===== config.mk =====
export PLATFORM = sky130hd
export DESIGN_NAME = wide_add_unit
export DESIGN_NICKNAME = d
export VERILOG_FILES = /design/src/design/wide_add_pkg.sv /design/src/design/ks_adder64.sv /design/src/design/ks_block8.sv /design/src/design/limb_counter.sv /design/src/design/limb_datapath.sv /design/src/design/limb_fsm.sv /design/src/design/wide_add_unit.sv
export SDC_FILE = /design/constraint.sdc
export NUM_CORES = 1
export LEC_CHECK = 0
export ABC_AREA = 1
export BUFFER_PORTS_ARGS = -buffer_cell sky130_fd_sc_hd__buf_2
export CELL_PAD_IN_SITES_DETAIL_PLACEMENT = 1
export CELL_PAD_IN_SITES_GLOBAL_PLACEMENT = 1
export CORE_MARGIN = 2
export CORE_UTILIZATION = 32
export CTS_BUF_LIST = sky130_fd_sc_hd__clkbuf_4 sky130_fd_sc_hd__clkbuf_8
export CTS_CLUSTER_SIZE = 20
export DETAILED_ROUTE_END_ITERATION = 6
export GPL_ROUTABILITY_DRIVEN = 0
export GPL_TIMING_DRIVEN = 0
export PLACE_DENSITY_LB_ADDON = 0.1
export SLEW_MARGIN = 20
export SYNTH_ARGS = -nofsm -noshare
export SYNTH_HDL_FRONTEND = slang
export SYNTH_SLANG_ARGS = --single-unit

===== constraint.sdc =====
create_clock -name clk -period 6.45 [get_ports clk]
set_clock_uncertainty 0.2 [all_clocks]
set_input_delay 0.3225 -clock clk [delete_from_list [all_inputs] [get_ports clk]]
set_output_delay 0.3225 -clock clk [all_outputs]
set_load 0.02 [all_outputs]

===== src/design/wide_add_pkg.sv =====
`default_nettype none

package wide_add_pkg;

  // Limb and adder widths
  parameter int LIMB_W  = 64;
  parameter int BLOCK_W = 8;

  // One operand limb pair
  typedef struct packed {
    logic [LIMB_W-1:0] a;
    logic [LIMB_W-1:0] b;
  } limb_in_t;

  // Registered per-limb result
  typedef struct packed {
    logic [LIMB_W-1:0] sum;
    logic              carry;  // Carry out of this limb
  } limb_out_t;

  typedef enum logic [1:0] {
    IDLE   = 2'd0,
    RUN    = 2'd1,
    FINISH = 2'd2
  } add_state_t;

endpackage

`default_nettype wire


===== src/design/ks_adder64.sv =====
`timescale 1ns/100ps
`default_nettype none

module ks_adder64 (
  input  logic [wide_add_pkg::LIMB_W-1:0] a,
  input  logic [wide_add_pkg::LIMB_W-1:0] b,
  input  logic                            cin,
  output logic [wide_add_pkg::LIMB_W-1:0] sum,
  output logic                            cout
);
  import wide_add_pkg::*;

  localparam int NUM_BLOCKS = LIMB_W / BLOCK_W;

  logic [NUM_BLOCKS:0] carry;  // carry[k] enters block k

  assign carry[0] = cin;

  // Block carries ripple from the low byte up
  for (genvar k = 0; k < NUM_BLOCKS; k++) begin : g_block
    ks_block8 block_i (
      .a    (a[k*BLOCK_W +: BLOCK_W]),
      .b    (b[k*BLOCK_W +: BLOCK_W]),
      .cin  (carry[k]),
      .sum  (sum[k*BLOCK_W +: BLOCK_W]),
      .cout (carry[k+1])
    );
  end

  assign cout = carry[NUM_BLOCKS];

endmodule

`default_nettype wire


===== src/design/ks_block8.sv =====
`timescale 1ns/100ps
`default_nettype none

module ks_block8 (
  input  logic [wide_add_pkg::BLOCK_W-1:0] a,
  input  logic [wide_add_pkg::BLOCK_W-1:0] b,
  input  logic                             cin,
  output logic [wide_add_pkg::BLOCK_W-1:0] sum,
  output logic                             cout
);
  import wide_add_pkg::*;

  logic [BLOCK_W-1:0] p;      // Per-bit propagate
  logic [BLOCK_W-1:0] g;      // Per-bit generate
  logic               g2;     // Group generate over bits 1..0
  logic               p2;     // Group propagate over bits 1..0
  logic [BLOCK_W-3:0] g3;     // Group generate, 3-bit windows
  logic [BLOCK_W-3:0] p3;     // Group propagate, 3-bit windows
  logic [BLOCK_W-1:0] c;      // c[i] is carry out of bit i

  assign p = a ^ b;
  assign g = a & b;

  assign g2 = g[1] | (p[1] & g[0]);
  assign p2 = p[1] & p[0];

  // Window i covers bits i+2 down to i
  assign g3 = g[BLOCK_W-1:2]
            | (p[BLOCK_W-1:2] & g[BLOCK_W-2:1])
            | (p[BLOCK_W-1:2] & p[BLOCK_W-2:1] & g[BLOCK_W-3:0]);
  assign p3 = p[BLOCK_W-1:2] & p[BLOCK_W-2:1] & p[BLOCK_W-3:0];

  // First two carries straight from cin
  assign c[0] = g[0] | (p[0] & cin);
  assign c[1] = g2 | (p2 & cin);

  // Odd and even carries chained two apart
  // p[i] & c[i] collapses to p[i] & carry-in of bit i, so the 3-bit window is exact
  for (genvar i = 2; i < BLOCK_W; i++) begin : g_carry
    assign c[i] = g3[i-2] | (p3[i-2] & c[i-2]);
  end

  assign cout = c[BLOCK_W-1];
  assign sum  = p ^ {c[BLOCK_W-2:0], cin};

endmodule

`default_nettype wire


===== src/design/limb_counter.sv =====
`timescale 1ns/100ps
`default_nettype none

module limb_counter #(
  parameter int NUM_WORDS = 4
) (
  input  logic clk,
  input  logic arst_n,
  input  logic clear,
  input  logic accept,
  output logic last
);

  localparam int CNT_W = $clog2(NUM_WORDS + 1);

  logic [CNT_W-1:0] count;

  always_ff @(posedge clk or negedge arst_n) begin
    if (!arst_n) begin
      count <= '0;
    end else if (clear) begin
      count <= '0;
    end else if (accept) begin
      count <= count + 1'b1;
    end
  end

  // Accept during last is the final limb
  assign last = (count == CNT_W'(NUM_WORDS - 1));

endmodule

`default_nettype wire


===== src/design/limb_datapath.sv =====
`timescale 1ns/100ps
`default_nettype none

module limb_datapath (
  input  logic                    clk,
  input  logic                    arst_n,
  input  logic                    accept,
  input  logic                    first,
  input  logic                    sub,
  input  wide_add_pkg::limb_in_t  limb_in,
  output logic                    out_valid,
  output wide_add_pkg::limb_out_t limb_out
);
  import wide_add_pkg::*;

  logic [LIMB_W-1:0] b_eff;
  logic [LIMB_W-1:0] sum;
  logic              cin;
  logic              cout;
  logic              carry_q;  // Carry between limbs

  // Subtract as a + ~b + 1 over the whole word
  assign b_eff = sub ? ~limb_in.b : limb_in.b;
  assign cin   = first ? sub : carry_q;

  ks_adder64 adder_i (
    .a    (limb_in.a),
    .b    (b_eff),
    .cin  (cin),
    .sum  (sum),
    .cout (cout)
  );

  always_ff @(posedge clk or negedge arst_n) begin
    if (!arst_n) begin
      out_valid <= 1'b0;
      carry_q   <= 1'b0;
    end else begin
      out_valid <= accept;
      if (accept) begin
        carry_q <= cout;
      end
    end
  end

  always_ff @(posedge clk) begin
    if (accept) begin
      limb_out.sum   <= sum;
      limb_out.carry <= cout;  // Means no borrow on subtract
    end
  end

endmodule

`default_nettype wire


===== src/design/limb_fsm.sv =====
`timescale 1ns/100ps
`default_nettype none

module limb_fsm (
  input  logic clk,
  input  logic arst_n,
  input  logic start,
  input  logic sub,
  input  logic in_valid,
  input  logic last,
  output logic accept,
  output logic first,
  output logic clear,
  output logic sub_latched,
  output logic done,
  output logic busy
);
  import wide_add_pkg::*;

  add_state_t state;
  logic       first_pending;

  assign accept = in_valid && (state == RUN);  // Strobes outside RUN dropped
  assign first  = accept && first_pending;
  assign clear  = start && (state == IDLE);
  assign done   = (state == FINISH);
  assign busy   = (state != IDLE);

  always_ff @(posedge clk or negedge arst_n) begin
    if (!arst_n) begin
      state         <= IDLE;
      first_pending <= 1'b0;
      sub_latched   <= 1'b0;
    end else begin
      case (state)
        IDLE: begin
          if (start) begin
            state         <= RUN;
            sub_latched   <= sub;
            first_pending <= 1'b1;
          end
        end
        RUN: begin
          if (accept) begin
            first_pending <= 1'b0;
          end
          if (accept && last) begin
            state <= FINISH;
          end
        end
        FINISH: state <= IDLE;  // done lines up with last out_valid
        default: state <= IDLE;
      endcase
    end
  end

endmodule

`default_nettype wire


===== src/design/wide_add_unit.sv =====
`timescale 1ns/100ps
`default_nettype none

module wide_add_unit #(
  parameter int NUM_WORDS = 4
) (
  input  logic                    clk,
  input  logic                    arst_n,
  input  logic                    start,
  input  logic                    sub,
  input  logic                    in_valid,
  input  wide_add_pkg::limb_in_t  limb_in,
  output logic                    out_valid,
  output wide_add_pkg::limb_out_t limb_out,
  output logic                    done,
  output logic                    busy
);

  logic accept;
  logic first;
  logic clear;
  logic sub_latched;
  logic last;

  limb_fsm fsm_i (
    .clk         (clk),
    .arst_n      (arst_n),
    .start       (start),
    .sub         (sub),
    .in_valid    (in_valid),
    .last        (last),
    .accept      (accept),
    .first       (first),
    .clear       (clear),
    .sub_latched (sub_latched),
    .done        (done),
    .busy        (busy)
  );

  limb_counter #(
    .NUM_WORDS (NUM_WORDS)
  ) counter_i (
    .clk    (clk),
    .arst_n (arst_n),
    .clear  (clear),
    .accept (accept),
    .last   (last)
  );

  limb_datapath datapath_i (
    .clk       (clk),
    .arst_n    (arst_n),
    .accept    (accept),
    .first     (first),
    .sub       (sub_latched),
    .limb_in   (limb_in),
    .out_valid (out_valid),
    .limb_out  (limb_out)
  );

endmodule

`default_nettype wire


# == After elaboration in Yosys (flattened, before gate mapping) ==
# Cells that the tools add are included.
# op_classes
n_reduce_logical,11
n_bitwise,225
n_eq_ne,6
n_addsub,1
n_mux,10
# op_table
cell,n
$and A6 B6 Y6,32
$xor A8 B8 Y8,16
$or A6 B6 Y6,16
$and A1 B1 Y1,80
$or A1 B1 Y1,72
$and A8 B8 Y8,8
$mux W64,1
$not A64 Y64,1
$mux W3,2
$reduce_bool A2 Y1,3
$logic_and A1 B1 Y1,4
$mux W2,2
$ne A2 B2 Y1 const B,2
$pmux W2 S2,1
$reduce_and A2 Y1,2
$add A3 B1 Y3 const B,1
$eq A3 B2 Y1 const B,1
$mux W1,3
$reduce_and A3 Y1,1
$eq A2 B1 Y1 const B,1
$eq A2 B2 Y1 const B,1
$logic_not A2 Y1,1
$ne A2 B1 Y1 const B,1
$pmux W1 S2,1
# word_totals
register_bits,74
word_cells,261
input_bits,133

# == Longest topological paths before layout ==
# depth
word_depth,69
depth_mapped,72
ltp_nobuf,71

# == Cells and area by module ==
# Synthesis repeated with hierarchy kept, for this count alone.
# unflattened
hier_cells,932
area_unflattened_um2,6795.3
# by_module_without_submodules
module,seq_area_each_um2,instances,cells_per_inst,area_each_um2
limb_datapath,2001.9,1,345,3136.8
ks_block8 (datapath_i.adder_i.g_block[2].block_i ...),0.0,4,68,415.4
ks_block8 (datapath_i.adder_i.g_block[4].block_i ...),0.0,2,68,417.9
ks_block8 (datapath_i.adder_i.g_block[0].block_i),0.0,1,67,407.9
ks_block8 (datapath_i.adder_i.g_block[1].block_i),0.0,1,67,402.9
limb_fsm,100.1,1,26,191.4
limb_counter,75.1,1,19,158.9

# == Worst setup path after synthesis ==
# Ideal clock, no wire load.
# synth_timing
path_type,flip-flop to flip-flop
startpoint,register fsm_i.sub_latched
endpoint,"register, netlist name datapath_i.limb_out[64]"
stages_incl_launch_ff,71
required_time_ns,5.992
slack_ns,-0.056
arrival_ns,6.049
setup_time_ns,0.258
cell_sequence,dfrtp_1 -> buf_1 -> buf_1 -> xor2_1 -> ha_1 -> nand2_1 -> inv_1 -> nand3_2 -> nand2_2 -> nand2_2 -> nand2_2 -> nand2_2 -> nand2_2 -> nand2_1 -> nand2_1 -> nand2_1 -> nand2_2 -> nand2_2 -> [35 not listed] -> nand2_1 -> nand2_1 -> nand2_1 -> nand2_2 -> nand2_2 -> nand2_2 -> nand2_2 -> nand2_2 -> nand2_1 -> nand2_1 -> inv_1 -> fa_1 -> o21ai_0 -> a21o_1 -> nand3_1 -> nand2_1 -> a31oi_1 -> xnor2_1
# synth_via
elab_chain_cells,68
# synth_lines
element,line,rtl
"start, declared",limb_fsm.sv:14,"output logic sub_latched,"
"start signal, assigned",limb_fsm.sv:39,sub_latched <= sub;
$mux W64,limb_datapath.sv:23,assign b_eff = sub ? ~limb_in.b : limb_in.b;
$xor A8 B8 Y8 or $and A8 B8 Y8 (tied branches),"ks_block8.sv:21, ks_block8.sv:22",
"$and A1 B1 Y1, on equally long branches","ks_block8.sv:24, ks_block8.sv:25",
$or A1 B1 Y1 or $and A1 B1 Y1 (tied branches),"ks_block8.sv:24, ks_block8.sv:35",
$or A1 B1 Y1,ks_block8.sv:35,assign c[1] = g2 | (p2 & cin);
$and A1 B1 Y1,ks_block8.sv:40,assign c[i] = g3[i-2] | (p3[i-2] & c[i-2]);
$or A1 B1 Y1,ks_block8.sv:40,
$and A1 B1 Y1,ks_block8.sv:40,
[53 not listed],n/a,
$and A1 B1 Y1,ks_block8.sv:40,
$or A1 B1 Y1,ks_block8.sv:40,
$and A1 B1 Y1,ks_block8.sv:40,
$or A1 B1 Y1,ks_block8.sv:40,
$and A1 B1 Y1,ks_block8.sv:40,
$or A1 B1 Y1,ks_block8.sv:40,
$xor A8 B8 Y8 (*),ks_block8.sv:44,"assign sum = p ^ {c[BLOCK_W-2:0], cin};"
named net datapath_i.adder_i.g_block[7].block_i.sum (one bit),ks_block8.sv:8,"output logic [wide_add_pkg::BLOCK_W-1:0] sum,"
# Mark *: on every way through the listed nets, which the timed path passes. The rest lies on a longest branch.
# A chain may end at the register's enable or synchronous reset.

# == Worst setup path after layout ==
# layout_timing
startpoint,register fsm_i.sub_latched
endpoint,"register, netlist name datapath_i.limb_out[40]"
# layout_via
elab_chain_cells,44
# layout_lines
element,line
$mux W64,limb_datapath.sv:23
$xor A8 B8 Y8 or $and A8 B8 Y8 (tied branches),"ks_block8.sv:21, ks_block8.sv:22"
"$and A1 B1 Y1, on equally long branches","ks_block8.sv:24, ks_block8.sv:25"
$or A1 B1 Y1 or $and A1 B1 Y1 (tied branches),"ks_block8.sv:24, ks_block8.sv:35"
$or A1 B1 Y1,ks_block8.sv:35
$and A1 B1 Y1,ks_block8.sv:40
$or A1 B1 Y1,ks_block8.sv:40
$and A1 B1 Y1,ks_block8.sv:40
[29 not listed],n/a
$and A1 B1 Y1,ks_block8.sv:40
$or A1 B1 Y1,ks_block8.sv:40
$and A1 B1 Y1,ks_block8.sv:40
$or A1 B1 Y1,ks_block8.sv:40
$and A1 B1 Y1,ks_block8.sv:40
$or A1 B1 Y1,ks_block8.sv:40
$xor A8 B8 Y8 (*),ks_block8.sv:44
named net datapath_i.adder_i.g_block[4].block_i.sum (one bit),ks_block8.sv:8
# Marked as above.

==> impl_metrics.env <==
export IMPL_fin_ws_ns=-0.0553
export IMPL_dieArea_um2=19100
export IMPL_violations="negative setup slack"
export IMPL_critPathSlowestCell="dfrtp_2"
export IMPL_startpoint="fsm_i.sub_latched"
export IMPL_max_freq_mhz=154
export IMPL_core_region_area_um2=17800
export IMPL_slew_viol_final=0
export IMPL_synth_area_um2=5760
export IMPL_dr_pass1_iters=4
export IMPL_period_share_pct=101
export IMPL_ys_ff_latch=74
export IMPL_clk_path_buf_depth=2
export IMPL_synth_top_area_share_pct=33.9
export IMPL_critical_path_class="flip-flop to flip-flop"
export IMPL_htree_levels=3
export IMPL_p_per_area_nw_per_um2=550
export IMPL_synthToLayoutAreaGrowth_pct=38.3
export IMPL_grt_usage_pct=17.1
export IMPL_clkTransAtPathRegs_ns=0.08
export IMPL_synth_most_common_cell="xor2_1"
export IMPL_synth_flop_cell="edfxtp_1"
export IMPL_synth_fp_nets=799
export IMPL_avgViaCountPerCell=4.52
export IMPL_switching_share_pct=44.3
export IMPL_fin_area_um2=7970
export IMPL_avgSynthCellArea_um2=9.73
export IMPL_cp_required_ns=6.35
export IMPL_wirelength_um=16200
export IMPL_async_flop_share_pct=12.2
export IMPL_route_detailed_drc=0
export IMPL_p_int_mw=2.44
export IMPL_wire_per_inst_um=14.6
export IMPL_crit_reg2reg_launch="fsm_i.sub_latched"
export IMPL_cts_buffers=9
export IMPL_p_sw_mw=1.94
export IMPL_hold_viol=0
export IMPL_drtIter0Drc=75
export IMPL_whs_ns=0.142
export IMPL_cpMostUsedCell="nand2_2"
export IMPL_ys_types=27
export IMPL_rsz0062_at_grt="true"
export IMPL_holdCritPathClass="input pin to async pin"
export IMPL_numPortBuffers=200
export IMPL_slowest_delay_ns=0.52
export IMPL_p_leak_nw=4.00
export IMPL_nNetsFinal=1081
export IMPL_cts_root_buf="clkbuf_8"
export IMPL_status="finished with violations"
export IMPL_maxCapViolations=0
export IMPL_grt_pass1_wl_um=26300
export IMPL_ant_nets=0
export IMPL_path_max_fanout=6
export IMPL_io_pins=201
export IMPL_seq_area_um2=2180
export IMPL_max_slew_margin_pct=43.7
export IMPL_initial_utilization_pct=32.3
export IMPL_postLayoutCoreUtil_pct=44.7
export IMPL_die_y_um=138
export IMPL_ir_drop_mv=0.192
export IMPL_synth_area_leaders="edfxtp_1 34%, xor2_1 15%, ha_1 14%"
export IMPL_combPwrFrac_pct=67.8
export IMPL_dp_hpwl_um=12500
export IMPL_yosysTopAreaCell="edfxtp_1"
export IMPL_multi_input_comb_area_um2=3400
export IMPL_worst_ep_arrival_time_ns=6.40
export IMPL_placed_cell_area_um2=7070
export IMPL_yosys_warnings=0
export IMPL_setup_viol_count_final=1
export IMPL_synth_edf_count=65
export IMPL_synth_commonest_cells="96 x xor2_1, 66 x ha_1, 65 x edfxtp_1"
export IMPL_grt_ovfl_total=0
export IMPL_r2r_slack_ns=-0.06
export IMPL_p_seq_share_pct=23.5
export IMPL_grt_pass1_vias=5494
export IMPL_worst_pin_slew_ns=0.844
export IMPL_pwr_share_clk_pct=8.7
export IMPL_vias=5012
export IMPL_yosysSeqAreaShare_pct=37.8
export IMPL_antenna_found_initial=1
export IMPL_dieWidth_um=138
export IMPL_grt_max_degree=36
export IMPL_cts_sinks=74
export IMPL_drive_gt1_share_pct=43.5
export IMPL_rows=49
export IMPL_fillCellCount=2143
export IMPL_cts_tree="yes"
export IMPL_power_mw=4.39
export IMPL_end_kind="flip-flop"
export IMPL_synth_cells=592
export IMPL_clkLatencyLatePin_ns=0.36
export IMPL_cp_start_kind="flip-flop"
export IMPL_min_period_ns=6.51
[power groups by stage]
stage | clock network, mW | logic, mW | registers, mW
final | 0.383 | 2.97 | 1.03
after global routing | 0.419 | 3.32 | 1.06
after CTS | 0.401 | 2.85 | 1.03
after detailed placement | 0 | 2.49 | 1.03
after global placement | 0 | 2.40 | 1.03
after floorplan | 0 | 1.53 | 1.32
[path summary, 6_finish.rpt]
check	endpoint	cells past startpoint
worst max-delay path	datapath_i.limb_out[40]	56
worst min-delay path	datapath_i.out_valid	2
worst max register to register	datapath_i.limb_out[40]	56
worst min register to register	datapath_i.carry_q	2
max in group asynchronous	fsm_i.sub_latched	2
min in group clk	fsm_i.first_pending	3
[critical path: cells and delay by family (launching register included)]
| kind | cells | cell delay [ns] |
|---|---|---|
| AOI/OAI and AO/OA | 6 | 0.87 |
| xor gates and xnor gates | 2 | 0.32 |
| adders and majority gates | 2 | 0.54 |
| and+or+nand+nor | 30 | 1.86 |
| buffers and inverters | 16 | 1.93 |
| DFF | 1 | 0.52 |
[cells in the final DEF, fill, tap and decap left out, types with 2 or more instances in the layout]
cell,instances
buf_2,200
xor2_1,96
buf_4,68
ha_1,66
edfxtp_1,65
nand2_2,63
inv_1,60
a21oi_1,49
nand2_1,40
nor2_1,38
xnor2_1,23
o21ai_0,12
clkbuf_8,11
a21o_1,9
dfrtp_1,8
clkinv_1,6
fa_1,6
and3_1,5
nor2_4,5
nand3_1,5
inv_2,4
a21oi_2,4
buf_1,3
buf_12,3
inv_4,3
clkinv_2,3
nor2_2,2
nand3_2,2
o21ai_2,2
o21ai_1,2
fa_2,2
dlygate4sd3_1,2
[cells by family (layout without fill, tap and decap cells)]
group | count (synthesis) | in the layout | synth area share [%]
flip-flops | 74 | 74 | 37.8
AO/OA/AOI/OAI | 81 | 81 | 7.49
buffers and inverters | 79 | 366 | 5.19
XOR/XNOR | 120 | 120 | 18.2
AND/OR/NAND/NOR | 164 | 164 | 14.2
adder cells (fa/ha/maj) | 74 | 74 | 17.1
other | 0 | 1 | 0
[state kept, by name, indices dropped and copies added, names as in the netlist]
| signal | count |
|---|---|
| datapath_i.carry_q | 1 |
| fsm_i.state | 2 |
| fsm_i.sub_latched | 1 |
| datapath_i.out_valid | 1 |
| fsm_i.first_pending | 1 |
| counter_i.count | 3 |
| datapath_i.limb_out | 65 |
[layer usage]
metal  wire length, um  global-route usage [%]
met3               958                    4.50
met4               309                    6.61
met5                 0                       0
met2              8670                    31.7
met1              6280                    18.5
[area by class of cell]
| class | count | share of cell area, % |
|---|---|---|
| inverter | 72 | 3.45 |
| buffer | 6 | 0.707 |
| timing repair buffer | 272 | 19.6 |
| sequential | 74 | 27.3 |
| antenna | 1 | 0.0314 |
| clock buffer | 11 | 1.90 |
| tap | 229 | 3.60 |
| multi-input combinational | 439 | 42.7 |
| clock inverter | 5 | 0.644 |
[metrics by stage]
stage	setup WS (ns)	setup TNS, ns	instances
after global placement	-1.52	-13.48	1021
final	-0.0553	-0.0553	1109
after global routing	-0.452	-3.16	1109
after CTS	-0.135	-0.302	1094
after detailed placement	-1.63	-15.05	1022
after floorplan	0.0292	0	592
[what timing repair did]
| item | 4_1_cts | 5_1_grt |
|---|---|---|
| hold endpoints to repair | 10 | 0 |
| setup buffers | 54 | 16 |
| hold buffers | 2 | 0 |
| resized for setup | 30 | 32 |
| endpoints found under the setup margin | 21 | 17 |
| pin swaps | 20 | 20 |
Note: power is estimated with default switching activity, not from simulation.
